===== config.mk =====
export PLATFORM = sky130hd
export DESIGN_NAME = imem_arbiter
export DESIGN_NICKNAME = d
export VERILOG_FILES = /design/src/design/fetch_pkg.sv /design/src/design/imem_arbiter.sv
export SDC_FILE = /design/constraint.sdc
export NUM_CORES = 1
export LEC_CHECK = 0
export ABC_AREA = 1
export BUFFER_PORTS_ARGS = -buffer_cell sky130_fd_sc_hd__buf_2
export CORE_AREA = 2 2 152 154
export DETAILED_ROUTE_END_ITERATION = 6
export DIE_AREA = 0 0 154 156
export PLACE_DENSITY = 0.31
export SYNTH_ARGS = -nofsm -noshare
export SYNTH_HDL_FRONTEND = slang
export SYNTH_SLANG_ARGS = --single-unit

===== constraint.sdc =====
create_clock -name clk -period 1.7 [get_ports clk]
set_input_delay 0.085 -clock clk [delete_from_list [all_inputs] [get_ports clk]]
set_output_delay 0.085 -clock clk [all_outputs]
set_load 0.05 [all_outputs]

===== src/design/fetch_pkg.sv =====
`default_nettype none

package fetch_pkg;

    // ######################################################################
    // Sizes
    // ######################################################################
    localparam int imem_addr_w = 10;                  // Byte address, 1 KiB.
    localparam int imem_lines  = (1 << imem_addr_w) / 8;
    localparam int fbuf_depth  = 16;                  // Words.
    localparam int fbuf_cnt_w  = 5;

    // ######################################################################
    // Types
    // ######################################################################
    typedef logic [31:0] insn_t;

    typedef struct packed {
        insn_t second;                                // Upper address word.
        insn_t first;                                 // Lower address word.
    } fetch_pair_t;

    typedef enum logic {
        req_host  = 1'b0,
        req_fetch = 1'b1
    } req_id_e;

    typedef struct packed {
        logic                   valid;
        logic                   write;
        logic [imem_addr_w-1:0] addr;                 // 8-byte aligned.
        logic [63:0]            wdata;
        logic [7:0]             strb;
    } mem_req_t;

    typedef struct packed {
        logic        valid;
        req_id_e     tag;
        logic [63:0] rdata;
    } mem_rsp_t;

    typedef struct packed {
        logic [imem_addr_w-1:0] pc;
        insn_t                  insn;
    } fetch_word_t;

    typedef struct packed {
        logic                   valid;
        logic [imem_addr_w-1:0] pc;
        insn_t                  insn;
    } slot_t;

endpackage

`default_nettype wire


===== src/design/imem_arbiter.sv =====
`timescale 1ns/1ps
`default_nettype none

module imem_arbiter import fetch_pkg::*; (
    input  wire logic        clk,
    input  wire logic        rstn,
    input  wire mem_req_t    host_req,
    input  wire mem_req_t    fetch_req,
    output logic             host_gnt,
    output logic             fetch_gnt,
    output mem_req_t         mem_req,
    input  wire logic [63:0] mem_rdata,
    output mem_rsp_t         rsp
);

    logic    prio_fetch;                              // Fetch wins a tie.
    logic    rd_pend;
    req_id_e rd_tag;

    // ######################################################################
    // Grant
    // ######################################################################
    assign host_gnt  = host_req.valid && (!fetch_req.valid || !prio_fetch);
    assign fetch_gnt = fetch_req.valid && !host_gnt;

    assign mem_req = host_gnt  ? host_req :
                     fetch_gnt ? fetch_req : '0;

    always_ff @(posedge clk or negedge rstn) begin
        if (!rstn) begin
            prio_fetch <= 1'b0;
        end else if (host_gnt || fetch_gnt) begin
            prio_fetch <= host_gnt;                   // Loser goes first next.
        end
    end

    // ######################################################################
    // Response routing
    // ######################################################################
    always_ff @(posedge clk or negedge rstn) begin
        if (!rstn) begin
            rd_pend <= 1'b0;
            rd_tag  <= req_host;
        end else begin
            rd_pend <= mem_req.valid && !mem_req.write;
            rd_tag  <= fetch_gnt ? req_fetch : req_host;
        end
    end

    always_comb begin
        rsp.valid = rd_pend;
        rsp.tag   = rd_tag;
        rsp.rdata = mem_rdata;
    end

endmodule

`default_nettype wire


==> impl_metrics.prom <==
# TYPE chip_impl_metric gauge
chip_impl_info{name="outcome",value="complete, no violations"} 1
chip_impl_metric{name="clkSlewWorstSetupHoldPaths",unit="ps"} 30
chip_impl_metric{name="power.share.combinational",unit="%"} 79.9
chip_impl_metric{name="final.setup_skew",unit="ps"} 0.619
chip_impl_metric{name="dr.pass1.iters",unit=""} 4
chip_impl_metric{name="drv_slew",unit=""} 0
chip_impl_metric{name="diode_count",unit=""} 0
chip_impl_metric{name="cts_max_path_buffers",unit=""} 2
chip_impl_metric{name="gp_congestion",unit=""} 0.696
chip_impl_metric{name="dp_slack",unit="ps"} 151
chip_impl_metric{name="final.period_utilization",unit="%"} 97.1
chip_impl_metric{name="clockPowerShare",unit="%"} 16.3
chip_impl_info{name="capturing_element_type_of_the_critical_path",value="output pin"} 1
chip_impl_metric{name="netlist_instances",unit=""} 346
chip_impl_metric{name="synthDistinctLibCells",unit=""} 11
chip_impl_metric{name="cts_num_sinks",unit=""} 3
chip_impl_metric{name="fin_hold_ws",unit="ps"} 170
chip_impl_metric{name="maxClockFrequency",unit="MHz"} 606
chip_impl_info{name="path_class",value="reg2out"} 1
chip_impl_metric{name="detailroute.via_count",unit=""} 2714
chip_impl_metric{name="synthToLayoutAreaGrowth",unit="%"} 94.8
chip_impl_info{name="crit_reg_reg_endpoint",value="rd_pend$_DFF_PN0_"} 1
chip_impl_info{name="timing.critical_path.from_type",value="register"} 1
chip_impl_metric{name="clkLatencyLatePin",unit="ps"} 220
chip_impl_metric{name="routed_wl",unit="mm"} 10.1
chip_impl_metric{name="ys.warnings.count",unit=""} 0
chip_impl_metric{name="power.density",unit="nW/µm²"} 688
chip_impl_info{name="worst_r2r_startpoint",value="prio_fetch$_DFFE_PN0P_"} 1
chip_impl_metric{name="placement.io_buffers",unit=""} 257
chip_impl_metric{name="number_of_cells_traversed_by_the_worst_register_to_register_path",unit=""} 6
chip_impl_metric{name="nets_final",unit=""} 770
chip_impl_metric{name="pin_count",unit=""} 386
chip_impl_metric{name="total_of_flip_flops_plus_latches_after_synthesis",unit=""} 3
chip_impl_metric{name="first_global_vias",unit=""} 2481
chip_impl_metric{name="design_internal_power",unit="mW"} 0.977
chip_impl_metric{name="maximum_single_stage_delay_on_the_critical_path",unit="ps"} 380
chip_impl_metric{name="start_util",unit="%"} 7.55
chip_impl_info{name="critPathSlowestCell",value="dfrtp_1"} 1
chip_impl_info{name="min_path_type",value="in2out"} 1
chip_impl_metric{name="wl_per_cell",unit="µm"} 12.4
chip_impl_metric{name="arrival_time_at_the_worst_endpoint",unit="ps"} 1570
chip_impl_metric{name="sequential_cell_area",unit="µm²"} 75.1
chip_impl_metric{name="fillerInstances",unit=""} 2627
chip_impl_metric{name="track_usage",unit="%"} 5.83
chip_impl_metric{name="required",unit="ps"} 1620
chip_impl_metric{name="totalNegativeSetupSlack",unit="ps"} 0
chip_impl_metric{name="drv.max_cap_violation_count",unit=""} 0
chip_impl_metric{name="postLayoutCellArea",unit="µm²"} 3290
chip_impl_metric{name="timing.final.ws_setup",unit="ps"} 49.7
chip_impl_info{name="tritoncts_clock_tree",value="built"} 1
chip_impl_metric{name="multiInputGateArea",unit="µm²"} 981
chip_impl_metric{name="dr.first_iter.drc_count",unit=""} 115
chip_impl_metric{name="syn-mean-instance-area",unit="µm²"} 4.88
chip_impl_metric{name="grt_first_pass_wirelength",unit="mm"} 11.4
chip_impl_metric{name="setup_viol",unit=""} 0
chip_impl_metric{name="synthesis.nets",unit=""} 580
chip_impl_metric{name="worstHoldPathCells",unit=""} 0
chip_impl_metric{name="std_cell_rows",unit=""} 55
chip_impl_metric{name="post_dp_cell_area",unit="µm²"} 2790
chip_impl_info{name="top_library_cells_by_usage_in_the_layout_fill_and_taps_aside",value="249 x nand2_1, 179 x buf_2, 50 x buf_4, 23 x clkbuf_4, 9 x clkbuf_16"} 1
chip_impl_info{name="hold_end",value="rsp[43]"} 1
chip_impl_metric{name="sw_frac_of_total",unit="%"} 56.8
chip_impl_metric{name="period_needed",unit="ps"} 1650
chip_impl_metric{name="drtAntennaViolNets",unit=""} 0
chip_impl_metric{name="post-cts-setup-buffer-count",unit=""} 0
chip_impl_metric{name="p_total",unit="mW"} 2.26
chip_impl_metric{name="switchingPower",unit="mW"} 1.29
chip_impl_metric{name="critPathMaxFanout",unit=""} 18
chip_impl_metric{name="core_area",unit="µm²"} 22400
chip_impl_metric{name="remaining_drc_errors",unit=""} 0
chip_impl_metric{name="vdd_ir_drop_max",unit="mV"} 0.267
chip_impl_info{name="most_common_cell_after_layout_fill_and_taps_aside",value="nand2_1"} 1
chip_impl_metric{name="tightest_slew",unit="ps"} 268
chip_impl_metric{name="setup.reg_to_reg.worst_slack",unit="ps"} 450
chip_impl_metric{name="cts-htree-levels",unit=""} 1
chip_impl_metric{name="timing.max_slew.rel_slack",unit="%"} 82.2
chip_impl_metric{name="full_die_area",unit="µm²"} 24000
chip_impl_metric{name="power.leakage",unit="nW"} 2.05
chip_impl_metric{name="tritoncts.num_buffers",unit=""} 3
chip_impl_info{name="hold_path.startpoint",value="mem_rdata[43]"} 1
chip_impl_metric{name="die-height",unit="µm"} 156
chip_impl_info{name="timing.critical_path.cells",value="nand2_2, nand2_4, nand2_4, clkinv_8, clkbuf_16, nand2_1, nand2_1, buf_4"} 1
chip_impl_metric{name="grt_start_max_net_pins",unit=""} 48
chip_impl_metric{name="antenna_found_initial",unit=""} 0
chip_impl_metric{name="ys_seq_area_share",unit="%"} 4.44
chip_impl_metric{name="number_of_hold_violations_in_the_final_report",unit=""} 0
chip_impl_metric{name="syn_area",unit="µm²"} 1690
chip_impl_metric{name="post_route_cells_drive_above_1_share",unit="%"} 51.6
chip_impl_metric{name="seq_power_share",unit="%"} 3.8
chip_impl_metric{name="die_width",unit="µm"} 154
chip_impl_metric{name="remaining_overflow_grt",unit=""} 0
chip_impl_metric{name="dp.final_hpwl",unit="mm"} 6.93
chip_impl_metric{name="post_drt_via_cell_ratio",unit=""} 3.31
chip_impl_info{name="cts_root_buffer",value="clkbuf_16"} 1
synthesized netlist by cell type:
library cell  instances  area share (%)
dfrtp_1               3             4.4
nor2_1                2            0.44
inv_1                 2            0.44
nand2_1             251              56
buf_4                67              30
buf_6                 8             5.3
nand2_2               1            0.37
inv_2                 1            0.22
nand3_1               2            0.59
clkbuf_1              1            0.22
buf_2                 8             2.4
per-layer routing:
layer  up-vias  wire length, µm  global-route usage (%)
li1       1332                -                       -
met1      1119             3740                    5.23
met2       239             4980                    11.9
met3        24             1260                    2.78
met4         0              163                    1.02
met5         -                0                       0
sequential cells by signal (all words and copies together) (netlist names):
name	flops
prio_fetch	1
rd_tag	1
rd_pend	1
repair_timing:
item	4_1_cts	5_1_grt
resized for setup	49	50
pin swaps	0	1
cloned	0	7
setup endpoints to repair	48	64
hold endpoints to repair	3	0
hold buffers	1	0
power groups by stage:
stage / Clock, mW / Sequential [mW] / Combinational, mW
after CTS: 0.379 / 0.0849 / 1.64
after detailed placement: 0 / 0.0857 / 1.56
after global placement: 0 / 0.0855 / 1.58
final: 0.370 / 0.0856 / 1.81
after global routing: 0.391 / 0.0869 / 1.91
after floorplan: 0 / 0.0850 / 1.52
stage by stage:
step | utilization (%) | std cells
3_3_place_gp | 12.5 | 808
6_report | 14.7 | 820
5_1_grt | 14.7 | 820
3_5_place_dp | 12.5 | 808
4_1_cts | 13.4 | 813
2_1_floorplan | - | 346
worst max-delay path: cells and delay by family (launching register included):
family,cells,cell delay (ps)
and+or+nand+nor,5,450
buffers and inverters,3,490
DFF,1,380
worst max-delay path by stage:
| stage | startpoint | endpoint | slack, ps | cells after the start |
|---|---|---|---|---|
| after global placement | prio_fetch$_DFFE_PN0P_ | mem_req[53] | 180 | 7 |
| final | prio_fetch$_DFFE_PN0P_ | mem_req[74] | 50 | 8 |
| after global routing | prio_fetch$_DFFE_PN0P_ | mem_req[81] | -30 | 8 |
| after floorplan | prio_fetch$_DFFE_PN0P_ | mem_req[73] | 250 | 6 |
| after CTS | prio_fetch$_DFFE_PN0P_ | mem_req[5] | -20 | 8 |
| after detailed placement | prio_fetch$_DFFE_PN0P_ | mem_req[53] | 150 | 7 |
layout make-up:
| class | instances | share of cell area, % |
|---|---|---|
| flip-flops and latches | 3 | 2.28 |
| multi-input cells | 256 | 29.8 |
| well taps | 285 | 10.8 |
| inverters | 3 | 0.951 |
| repair buffers | 269 | 53.7 |
| clock buffers | 4 | 2.40 |
kinds of logic after synthesis:
kind of cell | synth area share, %
and+or+nand+nor | 57.2
buffers and inverters | 38.4
DFF | 4.44
Note: power is estimated with default switching activity, not from simulation.
