==> src/design/fetch_pkg.sv <==
`default_nettype none

package fetch_pkg;

    // ######################################################################
    // Sizes
    // ######################################################################
    localparam int imem_addr_w = 10;                  // Byte address, 1 KiB.
    localparam int imem_lines  = (1 << imem_addr_w) / 8;
    localparam int fbuf_depth  = 16;                  // Words.
    localparam int fbuf_cnt_w  = 5;

    // ######################################################################
    // Types
    // ######################################################################
    typedef logic [31:0] insn_t;

    typedef struct packed {
        insn_t second;                                // Upper address word.
        insn_t first;                                 // Lower address word.
    } fetch_pair_t;

    typedef enum logic {
        req_host  = 1'b0,
        req_fetch = 1'b1
    } req_id_e;

    typedef struct packed {
        logic                   valid;
        logic                   write;
        logic [imem_addr_w-1:0] addr;                 // 8-byte aligned.
        logic [63:0]            wdata;
        logic [7:0]             strb;
    } mem_req_t;

    typedef struct packed {
        logic        valid;
        req_id_e     tag;
        logic [63:0] rdata;
    } mem_rsp_t;

    typedef struct packed {
        logic [imem_addr_w-1:0] pc;
        insn_t                  insn;
    } fetch_word_t;

    typedef struct packed {
        logic                   valid;
        logic [imem_addr_w-1:0] pc;
        insn_t                  insn;
    } slot_t;

endpackage

`default_nettype wire

==> src/design/fetch_unit.sv <==
`timescale 1ns/1ps
`default_nettype none

module fetch_unit import fetch_pkg::*; (
    input  wire logic                   clk,
    input  wire logic                   rstn,
    input  wire logic                   redirect_valid,
    input  wire logic [imem_addr_w-1:0] redirect_pc,
    output mem_req_t                    req,
    input  wire logic                   gnt,
    input  wire mem_rsp_t               rsp,
    input  wire logic [fbuf_cnt_w-1:0]  fill,
    output logic                        enq_valid,
    output logic [imem_addr_w-1:0]      enq_pc,
    output fetch_pair_t                 enq_pair,
    output logic                        enq_skip_first
);

    logic                   active;                   // Set by first redirect.
    logic [imem_addr_w-1:0] pc;                       // Next line to request.
    logic [imem_addr_w-1:0] rsp_pc;                   // Line of next good response.
    logic                   skip_first;
    logic                   epoch;
    logic [1:0]             fl_ep;                    // Epoch per read in flight.
    logic [1:0]             inflight;
    logic [fbuf_cnt_w:0]    need;
    logic                   push;
    logic                   pop;
    logic                   push_idx;
    logic                   stale;

    // ######################################################################
    // Request issue
    // ######################################################################
    assign need = {1'b0, fill} + {3'b000, inflight, 1'b0} + (fbuf_cnt_w+1)'(2);

    always_comb begin
        req.valid = active && !redirect_valid && (need <= fbuf_depth) && (inflight != 2'd2);
        req.write = 1'b0;
        req.addr  = pc;
        req.wdata = '0;
        req.strb  = '0;
    end

    assign push     = req.valid && gnt;
    assign pop      = rsp.valid && (rsp.tag == req_fetch);
    assign push_idx = inflight[0] && !pop;

    // ######################################################################
    // Response and enqueue
    // ######################################################################
    assign stale          = redirect_valid || (fl_ep[0] != epoch);
    assign enq_valid      = pop && !stale;
    assign enq_pc         = rsp_pc;
    assign enq_pair       = rsp.rdata;
    assign enq_skip_first = skip_first;

    always_ff @(posedge clk or negedge rstn) begin
        if (!rstn) begin
            active     <= 1'b0;
            pc         <= '0;
            rsp_pc     <= '0;
            skip_first <= 1'b0;
            epoch      <= 1'b0;
            fl_ep      <= '0;
            inflight   <= '0;
        end else begin
            inflight <= inflight + {1'b0, push} - {1'b0, pop};
            if (pop) fl_ep[0] <= fl_ep[1];
            if (push) fl_ep[push_idx] <= epoch;       // After the shift.
            if (redirect_valid) begin
                active     <= 1'b1;
                epoch      <= ~epoch;
                pc         <= {redirect_pc[imem_addr_w-1:3], 3'b000};
                rsp_pc     <= {redirect_pc[imem_addr_w-1:3], 3'b000};
                skip_first <= redirect_pc[2];
            end else begin
                if (push) pc <= pc + imem_addr_w'(8);
                if (enq_valid) begin
                    rsp_pc     <= rsp_pc + imem_addr_w'(8);
                    skip_first <= 1'b0;
                end
            end
        end
    end

endmodule

`default_nettype wire

==> config.mk <==
export PLATFORM = sky130hd
export DESIGN_NAME = fetch_unit
export DESIGN_NICKNAME = d
export VERILOG_FILES = /design/src/design/fetch_pkg.sv /design/src/design/fetch_unit.sv
export SDC_FILE = /design/constraint.sdc
export NUM_CORES = 1
export LEC_CHECK = 0
export BUFFER_PORTS_ARGS = -buffer_cell sky130_fd_sc_hd__buf_4
export CAP_MARGIN = 0
export CORE_AREA = 5 5 92 94
export CTS_BUF_LIST = sky130_fd_sc_hd__clkbuf_4
export CTS_CLUSTER_DIAMETER = 80
export CTS_CLUSTER_SIZE = 8
export DETAILED_ROUTE_END_ITERATION = 8
export DIE_AREA = 0 0 97 99
export GPL_TIMING_DRIVEN = 0
export PLACE_DENSITY = 0.74
export SKIP_LAST_GASP = 1
export SLEW_MARGIN = 20
export SYNTH_ARGS = -nofsm -noshare
export SYNTH_HDL_FRONTEND = slang
export SYNTH_SLANG_ARGS = --single-unit
==> constraint.sdc <==
create_clock -name clk -period 4.2 [get_ports clk]
set_clock_uncertainty 0.15 [all_clocks]
set_input_delay 0.84 -clock clk [delete_from_list [all_inputs] [get_ports clk]]
set_output_delay 0.84 -clock clk [all_outputs]
set_load 0.1 [all_outputs]
==> results by group <==
Clocking
  • Post-CTS setup buffer count: 0
  • Clock latency on the worst-skew pair: 0.31 ns
  • Clock Path Buffers: 2
  • Number of CTS-inserted buffers: 3
  • TritonCTS clock tree: built
  • Total number of clock tree sinks: 21
  • CTS clock-pin slew for the worst setup and hold paths: 0.12 ns
  • CTS root buffer: sky130_fd_sc_hd__clkbuf_4
  • Hold-fix buffers at CTS: 0
  • H-tree lvl count: 1
  • Resized Gates After CTS: 0

Yosys
  • Count of flip-flops with a built-in enable after synthesis: 0
  • Synth Flop Type: sky130_fd_sc_hd__dfrtp_1
  • Library cells used by synthesis: 45
  • Synth Instances: 274
  • Mean Syn Cell Area: between 8 and 9 um^2
  • Netlist area before placement: approximately 2400 um^2
  • Synth Warn #: 0
  • Post-synthesis sequential area ratio: about 22%
  • Number of flip-flops and latches in the synthesized netlist: 21
  • Share of synthesized flip-flops with an asynchronous set or reset: 100%

Layout
  • Layout overhead on the synthesized area: 49.6%
  • Non-filler cells, final: around 560
  • Area of the multi-input gates: 1020 um^2
  • Total number of nets in the final design: around 550
  • Fraction of layout instances using a drive strength above 1: 57.5%
  • Diode insertion count for antenna repair: 0
  • Seq. cell area: 526 um^2
  • Layout fillers: 727

Hold path
  • Kind of path behind the tightest hold check: in -> async

Timing
  • Hold violation total from the final report: 0
  • Transition time at the pin with the least slew margin: around 0.6 ns
  • Time the worst path needs with I/O delays and setup: ~3.7 ns
  • Final-layout worst hold slack: 0.241 ns
  • Total negative setup slack: 0 ns
  • Unrepaired setup endpoints after global routing: false
  • Maximum frequency from static timing analysis: about 0.27 GHz
  • Post-route clock period utilization: between 80% and 90%
  • Final max-slew violation count: 0
  • Count of final setup violators: 0
  • Headroom to the max-slew limit: about 59%

Die
  • Die Footprint: approximately 9600 um^2
  • Vert. Die Dim: 99 um
  • Core area: 7570 um^2
  • Core Rows: 32
  • Die boundary width: 97 um
  • I/O pin count: 245
  • Starting density of the core: between 30% and 40%

Status
  • Result of the run: complete, no violations

Power
  • VDD IR-drop max: about 0.26 mV
  • Static Leakage: 2.04 nW
  • Power density over the cells: 447 nW/um^2

Critical path
  • Worst reg2reg endpoint: inflight[1]$_DFF_PN0_
  • Max incr delay on CP: around 0.48 ns
  • FF-to-FF path depth: 12
  • Sort of element at the end of the critical path: output pin
  • Type of origin of the critical path: input pin
  • Cells traversed along the worst timing path: buf_4, ha_1, ha_1, inv_1, fa_1, and4bb_1, nor2_1, nor2_2, buf_4
  • CP Class: in -> out
  • Critical Path Slowest Stage Cell: sky130_fd_sc_hd__fa_1
  • Worst reg2reg startpoint: inflight[1]$_DFF_PN0_
  • Setup slack, reg-to-reg: 0.94 ns
  • Worst path arrival time: 2.73 ns
  • Crit-path max FO: 3
  • Worst endpoint required time: 3.21 ns

Global route
  • Via count of the first global-routing pass: 2,061
  • Global-route wire length before repair: 9790 um
  • GRT Util Overall: 12.2%
  • Maximum number of pins on one net before global-route repair: 22
  • Remaining global-route overflow: 0
  • Antenna violations before repair: 0

Drt
  • DRC violations left: 0
  • DR iter-0 viols: 68
  • Per-cell via count in the routed design: 3.77
  • Iteration count of the initial detailed-routing pass: 4
  • Drt wl/cell: 11.4 um
  • Antenna Violating Nets Remaining: 0
  • Via count: 2,095
  • Wirelength, routed: between 6000 and 7000 um

Run
  • Max-capacitance violation count: 0

Place
  • Final HPWL DP: 5740 um
  • Number of instances in the placed design: 552
  • Port Buffers: 98
  • Final RePlAce weighted congestion: 0.792
cell usage in the layout (no fill, tap or decap), types with 5 or more instances in the layout:
cell type / Yosys / routed
sky130_fd_sc_hd__buf_4: 143 / 241
sky130_fd_sc_hd__conb_1: 1 / 79
sky130_fd_sc_hd__dfrtp_1: 21 / 21
sky130_fd_sc_hd__inv_1: 12 / 12
sky130_fd_sc_hd__ha_1: 8 / 8
sky130_fd_sc_hd__nor2_1: 7 / 6
sky130_fd_sc_hd__nand2_1: 6 / 6
sky130_fd_sc_hd__xor2_1: 5 / 5
sky130_fd_sc_hd__nor3_1: 6 / 5
cell type report:
cell class | count | area share, %
Sequential cell | 21 | 14.6
Timing Repair Buffer | 98 | 20.4
Tap cell | 102 | 3.54
Buffer | 147 | 30.8
Multi-Input combinational cell | 171 | 28.4
Inverter | 13 | 1.39
Clock buffer | 4 | 0.834
worst max-delay path, delay by kind of cell:
family        cells  cell delay (ns)
fa+ha+maj         3             0.95
simple gates      3             0.47
buf+inv           3             0.46
kinds of logic (layout without fill, tap and decap cells):
group | Yosys count | after routing | synth area share (%)
buf+inv | 160 | 262 | 48.2
mux | 3 | 3 | 1.30
fa+ha+maj | 9 | 9 | 4.99
simple gates | 43 | 43 | 10.3
compound gates | 27 | 27 | 9.30
xor+xnor | 10 | 10 | 3.95
other cells | 1 | 79 | 0.156
flops | 21 | 21 | 21.8
Yosys cell counts (2+ instances only):
master	instances	area, um^2
sky130_fd_sc_hd__dfrtp_1	21	526
sky130_fd_sc_hd__o21ai_0	2	10.0
sky130_fd_sc_hd__nand2b_1	3	18.8
sky130_fd_sc_hd__nor2_1	7	26.3
sky130_fd_sc_hd__or2_2	3	18.8
sky130_fd_sc_hd__a21boi_0	3	22.5
sky130_fd_sc_hd__nand3_1	3	15.0
sky130_fd_sc_hd__mux2i_1	2	20.0
sky130_fd_sc_hd__ha_1	8	100
sky130_fd_sc_hd__and4_1	3	26.3
sky130_fd_sc_hd__nand2_1	6	22.5
sky130_fd_sc_hd__or4_1	3	22.5
sky130_fd_sc_hd__nand4_1	3	18.8
sky130_fd_sc_hd__nor4_1	2	12.5
sky130_fd_sc_hd__xnor2_1	4	35.0
sky130_fd_sc_hd__xor2_1	5	43.8
sky130_fd_sc_hd__inv_1	12	45.0
sky130_fd_sc_hd__o31ai_1	3	22.5
sky130_fd_sc_hd__o211ai_1	3	22.5
sky130_fd_sc_hd__buf_6	3	33.8
sky130_fd_sc_hd__nor3_1	6	30.0
sky130_fd_sc_hd__buf_4	143	1070
sky130_fd_sc_hd__o31a_1	2	17.5
sky130_fd_sc_hd__a31oi_1	3	18.8
layer usage:
layer | share of wire (%) | track usage, % | vias up
li1 | - | - | 1046
met1 | 35 | 12.6 | 901
met2 | 52 | 23.8 | 143
met3 | 12 | 4.03 | 5
met4 | 0.76 | 2.59 | 0
met5 | 0 | 0 | -
where the power goes:
part	leakage (nW)	internal, mW	total (mW)	switching [mW]
Clock	0.0184	0.0435	0.106	0.0623
Combinational	1.79	0.284	1.21	0.921
Sequential	0.238	0.246	0.300	0.0542
Total	2.04	0.574	1.61	1.04
sequential cells by signal (all words and copies together), names as in the netlist:
register	count
fl_ep	2
enq_pc	7
active	1
epoch	1
pc	7
enq_skip_first	1
inflight	2
metrics by stage:
step	utilization (%)	instance area [um^2]	total power, mW	setup slack [ns]
final	47.6	3600	1.61	0.483
after floorplan	-	2710	1.34	0.299
after CTS	47.6	3600	1.62	0.464
after detailed placement	47.2	3570	1.51	0.413
after global routing	47.6	3600	1.69	0.352
after global placement	47.2	3570	1.49	0.466
worst max-delay path by stage:
stage	endpoint	from
5_1_grt	req[83]	fill[2]
3_5_place_dp	inflight[1]$_DFF_PN0_	fill[2]
6_report	req[83]	fill[2]
2_1_floorplan	req[83]	fill[2]
3_3_place_gp	inflight[1]$_DFF_PN0_	fill[2]
4_1_cts	req[83]	fill[2]
(Power assumes the default switching activity.)
