$ cat config.mk
export PLATFORM = sky130hd
export DESIGN_NAME = host_axil_port
export DESIGN_NICKNAME = d
export VERILOG_FILES = /design/src/design/fetch_pkg.sv /design/src/design/host_axil_port.sv
export SDC_FILE = /design/constraint.sdc
export NUM_CORES = 1
export LEC_CHECK = 0
export BUFFER_PORTS_ARGS = -buffer_cell sky130_fd_sc_hd__buf_2
export CAP_MARGIN = 20
export CELL_PAD_IN_SITES_DETAIL_PLACEMENT = 1
export CELL_PAD_IN_SITES_GLOBAL_PLACEMENT = 1
export CORE_AREA = 2 2 105 107
export CTS_BUF_LIST = sky130_fd_sc_hd__clkbuf_8
export CTS_CLUSTER_SIZE = 10
export DETAILED_ROUTE_END_ITERATION = 8
export DIE_AREA = 0 0 107 109
export PLACE_DENSITY_LB_ADDON = 0.1
export SETUP_SLACK_MARGIN = 0.02
export SLEW_MARGIN = 20
export SYNTH_ARGS = -nofsm -noshare
export SYNTH_HDL_FRONTEND = slang
export SYNTH_SLANG_ARGS = --single-unit
export TNS_END_PERCENT = 10
$ cat constraint.sdc
create_clock -name clk -period 8 [get_ports clk]
set_input_delay 0.4 -clock clk [delete_from_list [all_inputs] [get_ports clk]]
set_output_delay 0.4 -clock clk [all_outputs]
set_load 0.02 [all_outputs]
$ cat src/design/fetch_pkg.sv
`default_nettype none

package fetch_pkg;

    // ######################################################################
    // Sizes
    // ######################################################################
    localparam int imem_addr_w = 10;                  // Byte address, 1 KiB.
    localparam int imem_lines  = (1 << imem_addr_w) / 8;
    localparam int fbuf_depth  = 16;                  // Words.
    localparam int fbuf_cnt_w  = 5;

    // ######################################################################
    // Types
    // ######################################################################
    typedef logic [31:0] insn_t;

    typedef struct packed {
        insn_t second;                                // Upper address word.
        insn_t first;                                 // Lower address word.
    } fetch_pair_t;

    typedef enum logic {
        req_host  = 1'b0,
        req_fetch = 1'b1
    } req_id_e;

    typedef struct packed {
        logic                   valid;
        logic                   write;
        logic [imem_addr_w-1:0] addr;                 // 8-byte aligned.
        logic [63:0]            wdata;
        logic [7:0]             strb;
    } mem_req_t;

    typedef struct packed {
        logic        valid;
        req_id_e     tag;
        logic [63:0] rdata;
    } mem_rsp_t;

    typedef struct packed {
        logic [imem_addr_w-1:0] pc;
        insn_t                  insn;
    } fetch_word_t;

    typedef struct packed {
        logic                   valid;
        logic [imem_addr_w-1:0] pc;
        insn_t                  insn;
    } slot_t;

endpackage

`default_nettype wire

$ cat src/design/host_axil_port.sv
`timescale 1ns/1ps
`default_nettype none

module host_axil_port import fetch_pkg::*; (
    input  wire logic                   clk,
    input  wire logic                   rstn,
    input  wire logic                   axil_awvalid,
    output logic                        axil_awready,
    input  wire logic [imem_addr_w-1:0] axil_awaddr,
    input  wire logic                   axil_wvalid,
    output logic                        axil_wready,
    input  wire logic [31:0]            axil_wdata,
    input  wire logic [3:0]             axil_wstrb,
    output logic                        axil_bvalid,
    input  wire logic                   axil_bready,
    output logic [1:0]                  axil_bresp,
    input  wire logic                   axil_arvalid,
    output logic                        axil_arready,
    input  wire logic [imem_addr_w-1:0] axil_araddr,
    output logic                        axil_rvalid,
    input  wire logic                   axil_rready,
    output logic [31:0]                 axil_rdata,
    output logic [1:0]                  axil_rresp,
    output mem_req_t                    req,
    input  wire logic                   gnt,
    input  wire mem_rsp_t               rsp
);

    typedef enum logic [2:0] {
        st_idle,
        st_req,
        st_wait,
        st_resp_b,
        st_resp_r
    } state_e;

    state_e                 state;
    logic                   is_write;
    logic [imem_addr_w-1:0] addr_q;
    logic [31:0]            wdata_q;
    logic [3:0]             strb_q;
    logic                   wr_go;
    logic                   rd_go;

    // AW and W only ever transfer together; writes win over reads.
    assign axil_awready = (state == st_idle) && !(axil_awvalid && !axil_wvalid);
    assign axil_wready  = (state == st_idle) && !(axil_wvalid && !axil_awvalid);
    assign axil_arready = (state == st_idle) && !(axil_awvalid && axil_wvalid);
    assign wr_go        = axil_awvalid && axil_awready && axil_wvalid && axil_wready;
    assign rd_go        = axil_arvalid && axil_arready;

    assign axil_bvalid = (state == st_resp_b);
    assign axil_rvalid = (state == st_resp_r);
    assign axil_bresp  = 2'b00;                       // OKAY.
    assign axil_rresp  = 2'b00;

    always_comb begin
        req.valid = (state == st_req);
        req.write = is_write;
        req.addr  = {addr_q[imem_addr_w-1:3], 3'b000};
        req.wdata = {wdata_q, wdata_q};
        req.strb  = addr_q[2] ? {strb_q, 4'h0} : {4'h0, strb_q};
    end

    always_ff @(posedge clk or negedge rstn) begin
        if (!rstn) begin
            state    <= st_idle;
            is_write <= 1'b0;
        end else begin
            case (state)
                st_idle: begin
                    if (wr_go || rd_go) begin
                        state    <= st_req;
                        is_write <= wr_go;
                    end
                end
                st_req:    if (gnt) state <= is_write ? st_resp_b : st_wait;
                st_wait:   if (rsp.valid && rsp.tag == req_host) state <= st_resp_r;
                st_resp_b: if (axil_bready) state <= st_idle;
                st_resp_r: if (axil_rready) state <= st_idle;
                default:   state <= st_idle;
            endcase
        end
    end

    always_ff @(posedge clk) begin
        if (wr_go) begin
            addr_q  <= axil_awaddr;
            wdata_q <= axil_wdata;
            strb_q  <= axil_wstrb;
        end else if (rd_go) begin
            addr_q <= axil_araddr;
        end
        if (state == st_wait && rsp.valid && rsp.tag == req_host) begin
            axil_rdata <= addr_q[2] ? rsp.rdata[63:32] : rsp.rdata[31:0];
        end
    end

endmodule

`default_nettype wire

==> results of run 1 <==
stage by stage:
step                      instances  hold WS, ns  cell area, sq um   util  setup WS (ns)
final                           569        0.223              4760  0.449           5.70
after global routing            569        0.192              4760  0.449           5.58
after CTS                       569        0.196              4760  0.449           5.65
after detailed placement        552        0.221              4560  0.430           5.67
after global placement          552        0.218              4560  0.430           5.69
after floorplan                 220        0.104              3540      -           5.21
layout make-up:
cell class                      count  area, sq um
Timing Repair Buffer              246         1240
Multi-Input combinational cell     80          741
Tap cell                          140          175
Sequential cell                    80         2380
Fill cell                        1180         5840
Clock inverter                      7         71.3
Inverter                            7         26.3
Clock buffer                        9          124
cell families after synthesis:
family / after synthesis
muxes: 41
and+or+nand+nor: 20
other: 1
buffers and inverters: 60
AOI/OAI and AO/OA: 12
DFF: 80
how the worst min path moves through the flow:
stage / start / depth (start not counted) / endpoint / slack, ns
finish: axil_wdata[0] / 1 / wdata_q[0]$_DFFE_PN_ / 0.22
global route: axil_wdata[17] / 1 / wdata_q[17]$_DFFE_PN_ / 0.19
CTS: axil_wdata[0] / 1 / wdata_q[0]$_DFFE_PN_ / 0.20
detailed placement: rstn / 1 / state[1]$_DFFE_PN0P_ / 0.22
global placement: rstn / 1 / state[1]$_DFFE_PN0P_ / 0.22
floorplan: rstn / 0 / is_write$_DFFE_PN0P_ / 0.10
power by group:
group | leakage, nW | internal, mW | switching [mW]
logic | 1.32 | 0.136 | 0.211
clock network | 0.0970 | 0.144 | 0.148
registers | 0.744 | 0.529 | 0.0309
per-layer routing:
layer	wire length [um]	track usage
met1	3050	0.157
met2	4600	0.255
met3	756	0.0442
met4	199	0.0724
met5	0	0
repair_timing:
action	in CTS	in global routing
endpoints found under the hold margin	4	0
buffers inserted	0	0
hold buffers	1	0
sequential cells by signal, indices dropped and copies added, names as in the netlist:
name        count
axil_rdata     32
wdata_q        32
addr_q          8
strb_q          4
state           3
is_write        1
placed cells by master, fill, tap and decap left out, drive strengths merged:
cell type    instances
buf                245
edfxtp              76
mux2                40
clkbuf               9
inv                  9
conb                 7
and2                 5
a21oi                5
nor2b                4
dfrtp                4
nor2                 4
o21ai                3
nor3b                2
clkinvlp             2
clkinv               2
nand2                1
or3                  1
or4b                 1
nor3                 1
a2111oi              1
a32o                 1
a211oi               1
mux2i                1
a21o                 1
nand3                1
bufinv               1
dlygate4sd3          1
==> impl_metrics.ini, run 1 <==
[synth]
synthAdderAreaFrac = 0
yosysTopAreaCellShare = 0.649
ys_seq_elements = 80
yosysTopAreaCell = edfxtp_1
synth_top_family_by_area = multiplexers
async_flop_share = 0.0500
synth_area_per_cell_sq_um = 16.4
yosys.area_share.simple = 0.0381
synth_edf_count = 76
synth_top_cells_by_count = 76 x edfxtp_1, 47 x buf_4, 32 x mux2_2
yosysMostFrequentCell = edfxtp_1
yosys_most_used_dff = edfxtp_1
synth-compound-area-share = 0.0249
ys_seq_area_frac = 0.678
synth.area.top_cells = edfxtp_1 65%, mux2_2 10%, buf_4 10%
synth_cell_types = 29
muxShareOfSynthArea = 0.140
synth_area_sq_um = 3510
syn_inst = 214
ys.warnings.count = 0
yosys.area_share.xor_xnor = 0

[worst_setup_path]
crit_path_end_kind = register
cp_slowest_stage_delay_ns = 0.65
path_buf_inv = 0
cpLargestDelayFamily = simple AND/OR/NAND/NOR gates
r2r_end = addr_q[8]$_DFFE_PP_
worstPathRequired_ns = 8.10
slowest_stage = nor2_8
worstRegToRegCells = 3
cp_cell_sequence = or3_1, nor2_8, mux2_4
cp-startpoint = state[0]$_DFFE_PN0P_
critPathLaunchType = register
cp_data_arrival_time_ns = 2.40
cp.depth = 3
crit_type = reg2reg
r2r_slack_ns = 5.70
crit_end = addr_q[8]$_DFFE_PP_
reg2reg_from = state[0]$_DFFE_PN0P_
worstPathMaxFanout = 44

[flow_run]
maxCapViolCount = 0

[die]
fp.dieArea_sq_um = 11700
rows = 38
die_h_um = 109
initial_core_util = 0.331
core-area_sq_um = 10600
die_w_um = 107
io_pins = 255

[finish]
fin_nets = 554
diodes = 0
syn2layout_area_growth_pct = 35.5
layout-drive-gt1-share = 0.711

[cts]
clockBufferDepth = 2
cts_resized = 0
cts_tree = yes
cts_sinks = 80
path_clk_slew_ns = 0.08
cts_buffers = 9
clock_latency_ns = 0.34
h-tree-depth = 3
root_buffer = clkbuf_8

[timing]
max_slew_margin = 0.486
skew_ns = 0.0109
slew_violations = 0
final_hold_viol_count = 0
rsz0062_at_grt = false
finalSetupViolCount = 0
tightest_slew_ns = 0.770
max_freq_mhz = 434
period_share = 0.288
fin_crit_ns = 2.30
tns_ns = 0

[route]
drtAntennaViolNets = 0
drc = 0
dr.pass1.iters = 4
drt_iter0_markers = 94
vias = 2402
wl_per_cell_um = 15.1
routed_via_density = 4.22
wirelength_um = 8610

[power]
peakVddDrop_mv = 0.121
p_leak_nw = 2.16
powerDensity_nw_per_um2 = 252
finalPower_mw = 1.20

[hold_path]
hold_path_class = in2reg

[place]
io_buffers = 243
gp_congestion = 0.707
dpl.hpwl_um = 6820

[grt]
grt_pass1_vias = 2373
track_usage = 0.144
grt_overflow = 0
grt_max_degree = 45
grt_pass1_wl_um = 12500
antenna_found_initial = 0

[run_status]
outcome = finished clean
(Power assumes the default switching activity.)
==> inputs of run 2 (changes only) <==
Settings changed: CORE_AREA 2 2 105 107 to 2 2 110 112, DIE_AREA 0 0 107 109 to 0 0 112 114.
Clock period 8 ns to 2.25 ns, I/O delays scaled along.
==> impl_metrics.ini, run 2 (synthesis results as in run 1) <==
[hold_path]
hp-start = rsp[55]
hold_path_class = in2reg
hold_path_depth = 2
hold-path-endpoint = axil_rdata[23]$_DFFE_PP_

[flow_run]
maxCapViolCount = 0

[finish]
final_cell_mix = 243 x buf_2, 76 x edfxtp_1, 38 x dlygate4sd3_1, 32 x mux2_2, 9 x clkbuf_8
syn2layout_area_growth_pct = 48.4
fin_nets = 597
reg.largest.list = axil_rdata x32, wdata_q x32, addr_q x8
nFillCells = 1323
fin_area_sq_um = 5220
layout-drive-gt1-share = 0.660
diodes = 0
fin_cells = 618
mostFrequentLayoutCell = buf_2

[timing]
finalSetupViolCount = 0
hold_slack_ns = 0.0660
max_slew_margin = 0.655
period_share = 0.880
fin_crit_ns = 1.98
rsz0062_at_grt = false
final_hold_viol_count = 0
max_freq_mhz = 505
skew_ns = 0.0105
slew_violations = 0
tightest_slew_ns = 0.517
tns_ns = 0

[grt]
antenna_found_initial = 0
grt_pass1_wl_um = 13200
grt_overflow = 0
grt_pass1_vias = 2627
grt_max_degree = 33
track_usage = 0.134

[route]
wirelength_um = 8890
dr.pass1.iters = 4
drtAntennaViolNets = 0
wl_per_cell_um = 14.4
drc = 0
drt_iter0_markers = 66
vias = 2548
routed_via_density = 4.12

[cts]
root_buffer = clkbuf_8
path_clk_slew_ns = 0.08
cts_setup_buffers = 0
cts_sinks = 80
cts_buffers = 9
h-tree-depth = 3
cts_tree = yes
clock_latency_ns = 0.34
clockBufferDepth = 2

[worst_setup_path]
worstPathRequired_ns = 2.28
reg2reg_from = state[1]$_DFFE_PN0P_
cp_data_arrival_time_ns = 2.01
worstRegToRegCells = 3
critPathLaunchType = register
crit_path_end_kind = register
crit_type = reg2reg
r2r_end = wdata_q[29]$_DFFE_PN_
worstPathMaxFanout = 19
r2r_slack_ns = 0.27

[power]
p_leak_nw = 2.35
p_sw_frac = 0.311
p_switching_mw = 1.38
peakVddDrop_mv = 0.448
clkPwrFrac = 0.253
combPwrFrac = 0.310
seq_power_share = 0.437
internal_power_mw = 3.06
powerDensity_nw_per_um2 = 851

[die]
rows = 40
die_w_um = 112
initial_core_util = 0.300
core-area_sq_um = 11700
fp.dieArea_sq_um = 12800
die_h_um = 114
io_pins = 255

[place]
dpl-instance-area_sq_um = 4630
io_buffers = 243
placedCellCount = 565
gp_congestion = 0.720
dpl.hpwl_um = 6980

[run_status]
outcome = finished clean
run 2: changes by cell type in the layout (fill, tap and decap cells not counted), sizes merged:
cell and change:
dlygate4sd3 +37, inv -2, bufinv +1, buf +6
run 2: stage by stage:
stage | total power [mW] | utilization | setup WS (ns)
2_1_floorplan | 2.97 | - | 0.230
3_3_place_gp | 3.31 | 0.395 | 0.248
3_5_place_dp | 3.33 | 0.395 | 0.241
4_1_cts | 4.52 | 0.445 | 0.228
5_1_grt | 4.67 | 0.445 | 0.176
6_report | 4.44 | 0.445 | 0.269
run 2: layout make-up:
class | count | area [sq um] | area share
sequential | 80 | 2380 | 0.457
inverter | 7 | 26.3 | 0.00504
timing repair buffer | 289 | 1670 | 0.320
clock inverter | 6 | 85.1 | 0.0163
multi-input combinational | 80 | 746 | 0.143
tap | 147 | 184 | 0.0353
clock buffer | 9 | 124 | 0.0237
run 2: how the worst max path moves through the flow:
stage | start | end | slack [ns] | cells past startpoint
5_1_grt | state[1]$_DFFE_PN0P_ | wdata_q[6]$_DFFE_PN_ | 0.18 | 3
3_5_place_dp | state[1]$_DFFE_PN0P_ | wdata_q[0]$_DFFE_PN_ | 0.24 | 3
2_1_floorplan | state[0]$_DFFE_PN0P_ | addr_q[2]$_DFFE_PP_ | 0.23 | 4
4_1_cts | state[1]$_DFFE_PN0P_ | wdata_q[25]$_DFFE_PN_ | 0.23 | 3
6_report | state[1]$_DFFE_PN0P_ | wdata_q[29]$_DFFE_PN_ | 0.27 | 3
3_3_place_gp | state[1]$_DFFE_PN0P_ | wdata_q[15]$_DFFE_PN_ | 0.25 | 3
run 2: what timing repair did:
item	in CTS	in global routing
hold buffers	38	0
resized for setup	0	0
endpoints found under the hold margin	41	0
run 2: power groups by stage:
stage               Sequential (mW)  Combinational [mW]  Clock, mW
floorplan                      2.11               0.864          0
global placement               1.97                1.34          0
detailed placement             1.98                1.35          0
CTS                            1.95                1.40       1.17
global route                   1.96                1.49       1.22
finish                         1.94                1.38       1.12
run 2: worst max-delay path, cell delays in order (launching register included):
cell and delay [ns]:
dfrtp_1 0.42, or3_1 0.57, nor2_8 0.34, buf_4 0.33
run 2: routing by layer:
metal / global-route usage / routed length, um
met4: 0.0659 / 182
met5: 0 / 0
met3: 0.0287 / 619
met1: 0.144 / 3140
met2: 0.249 / 4950
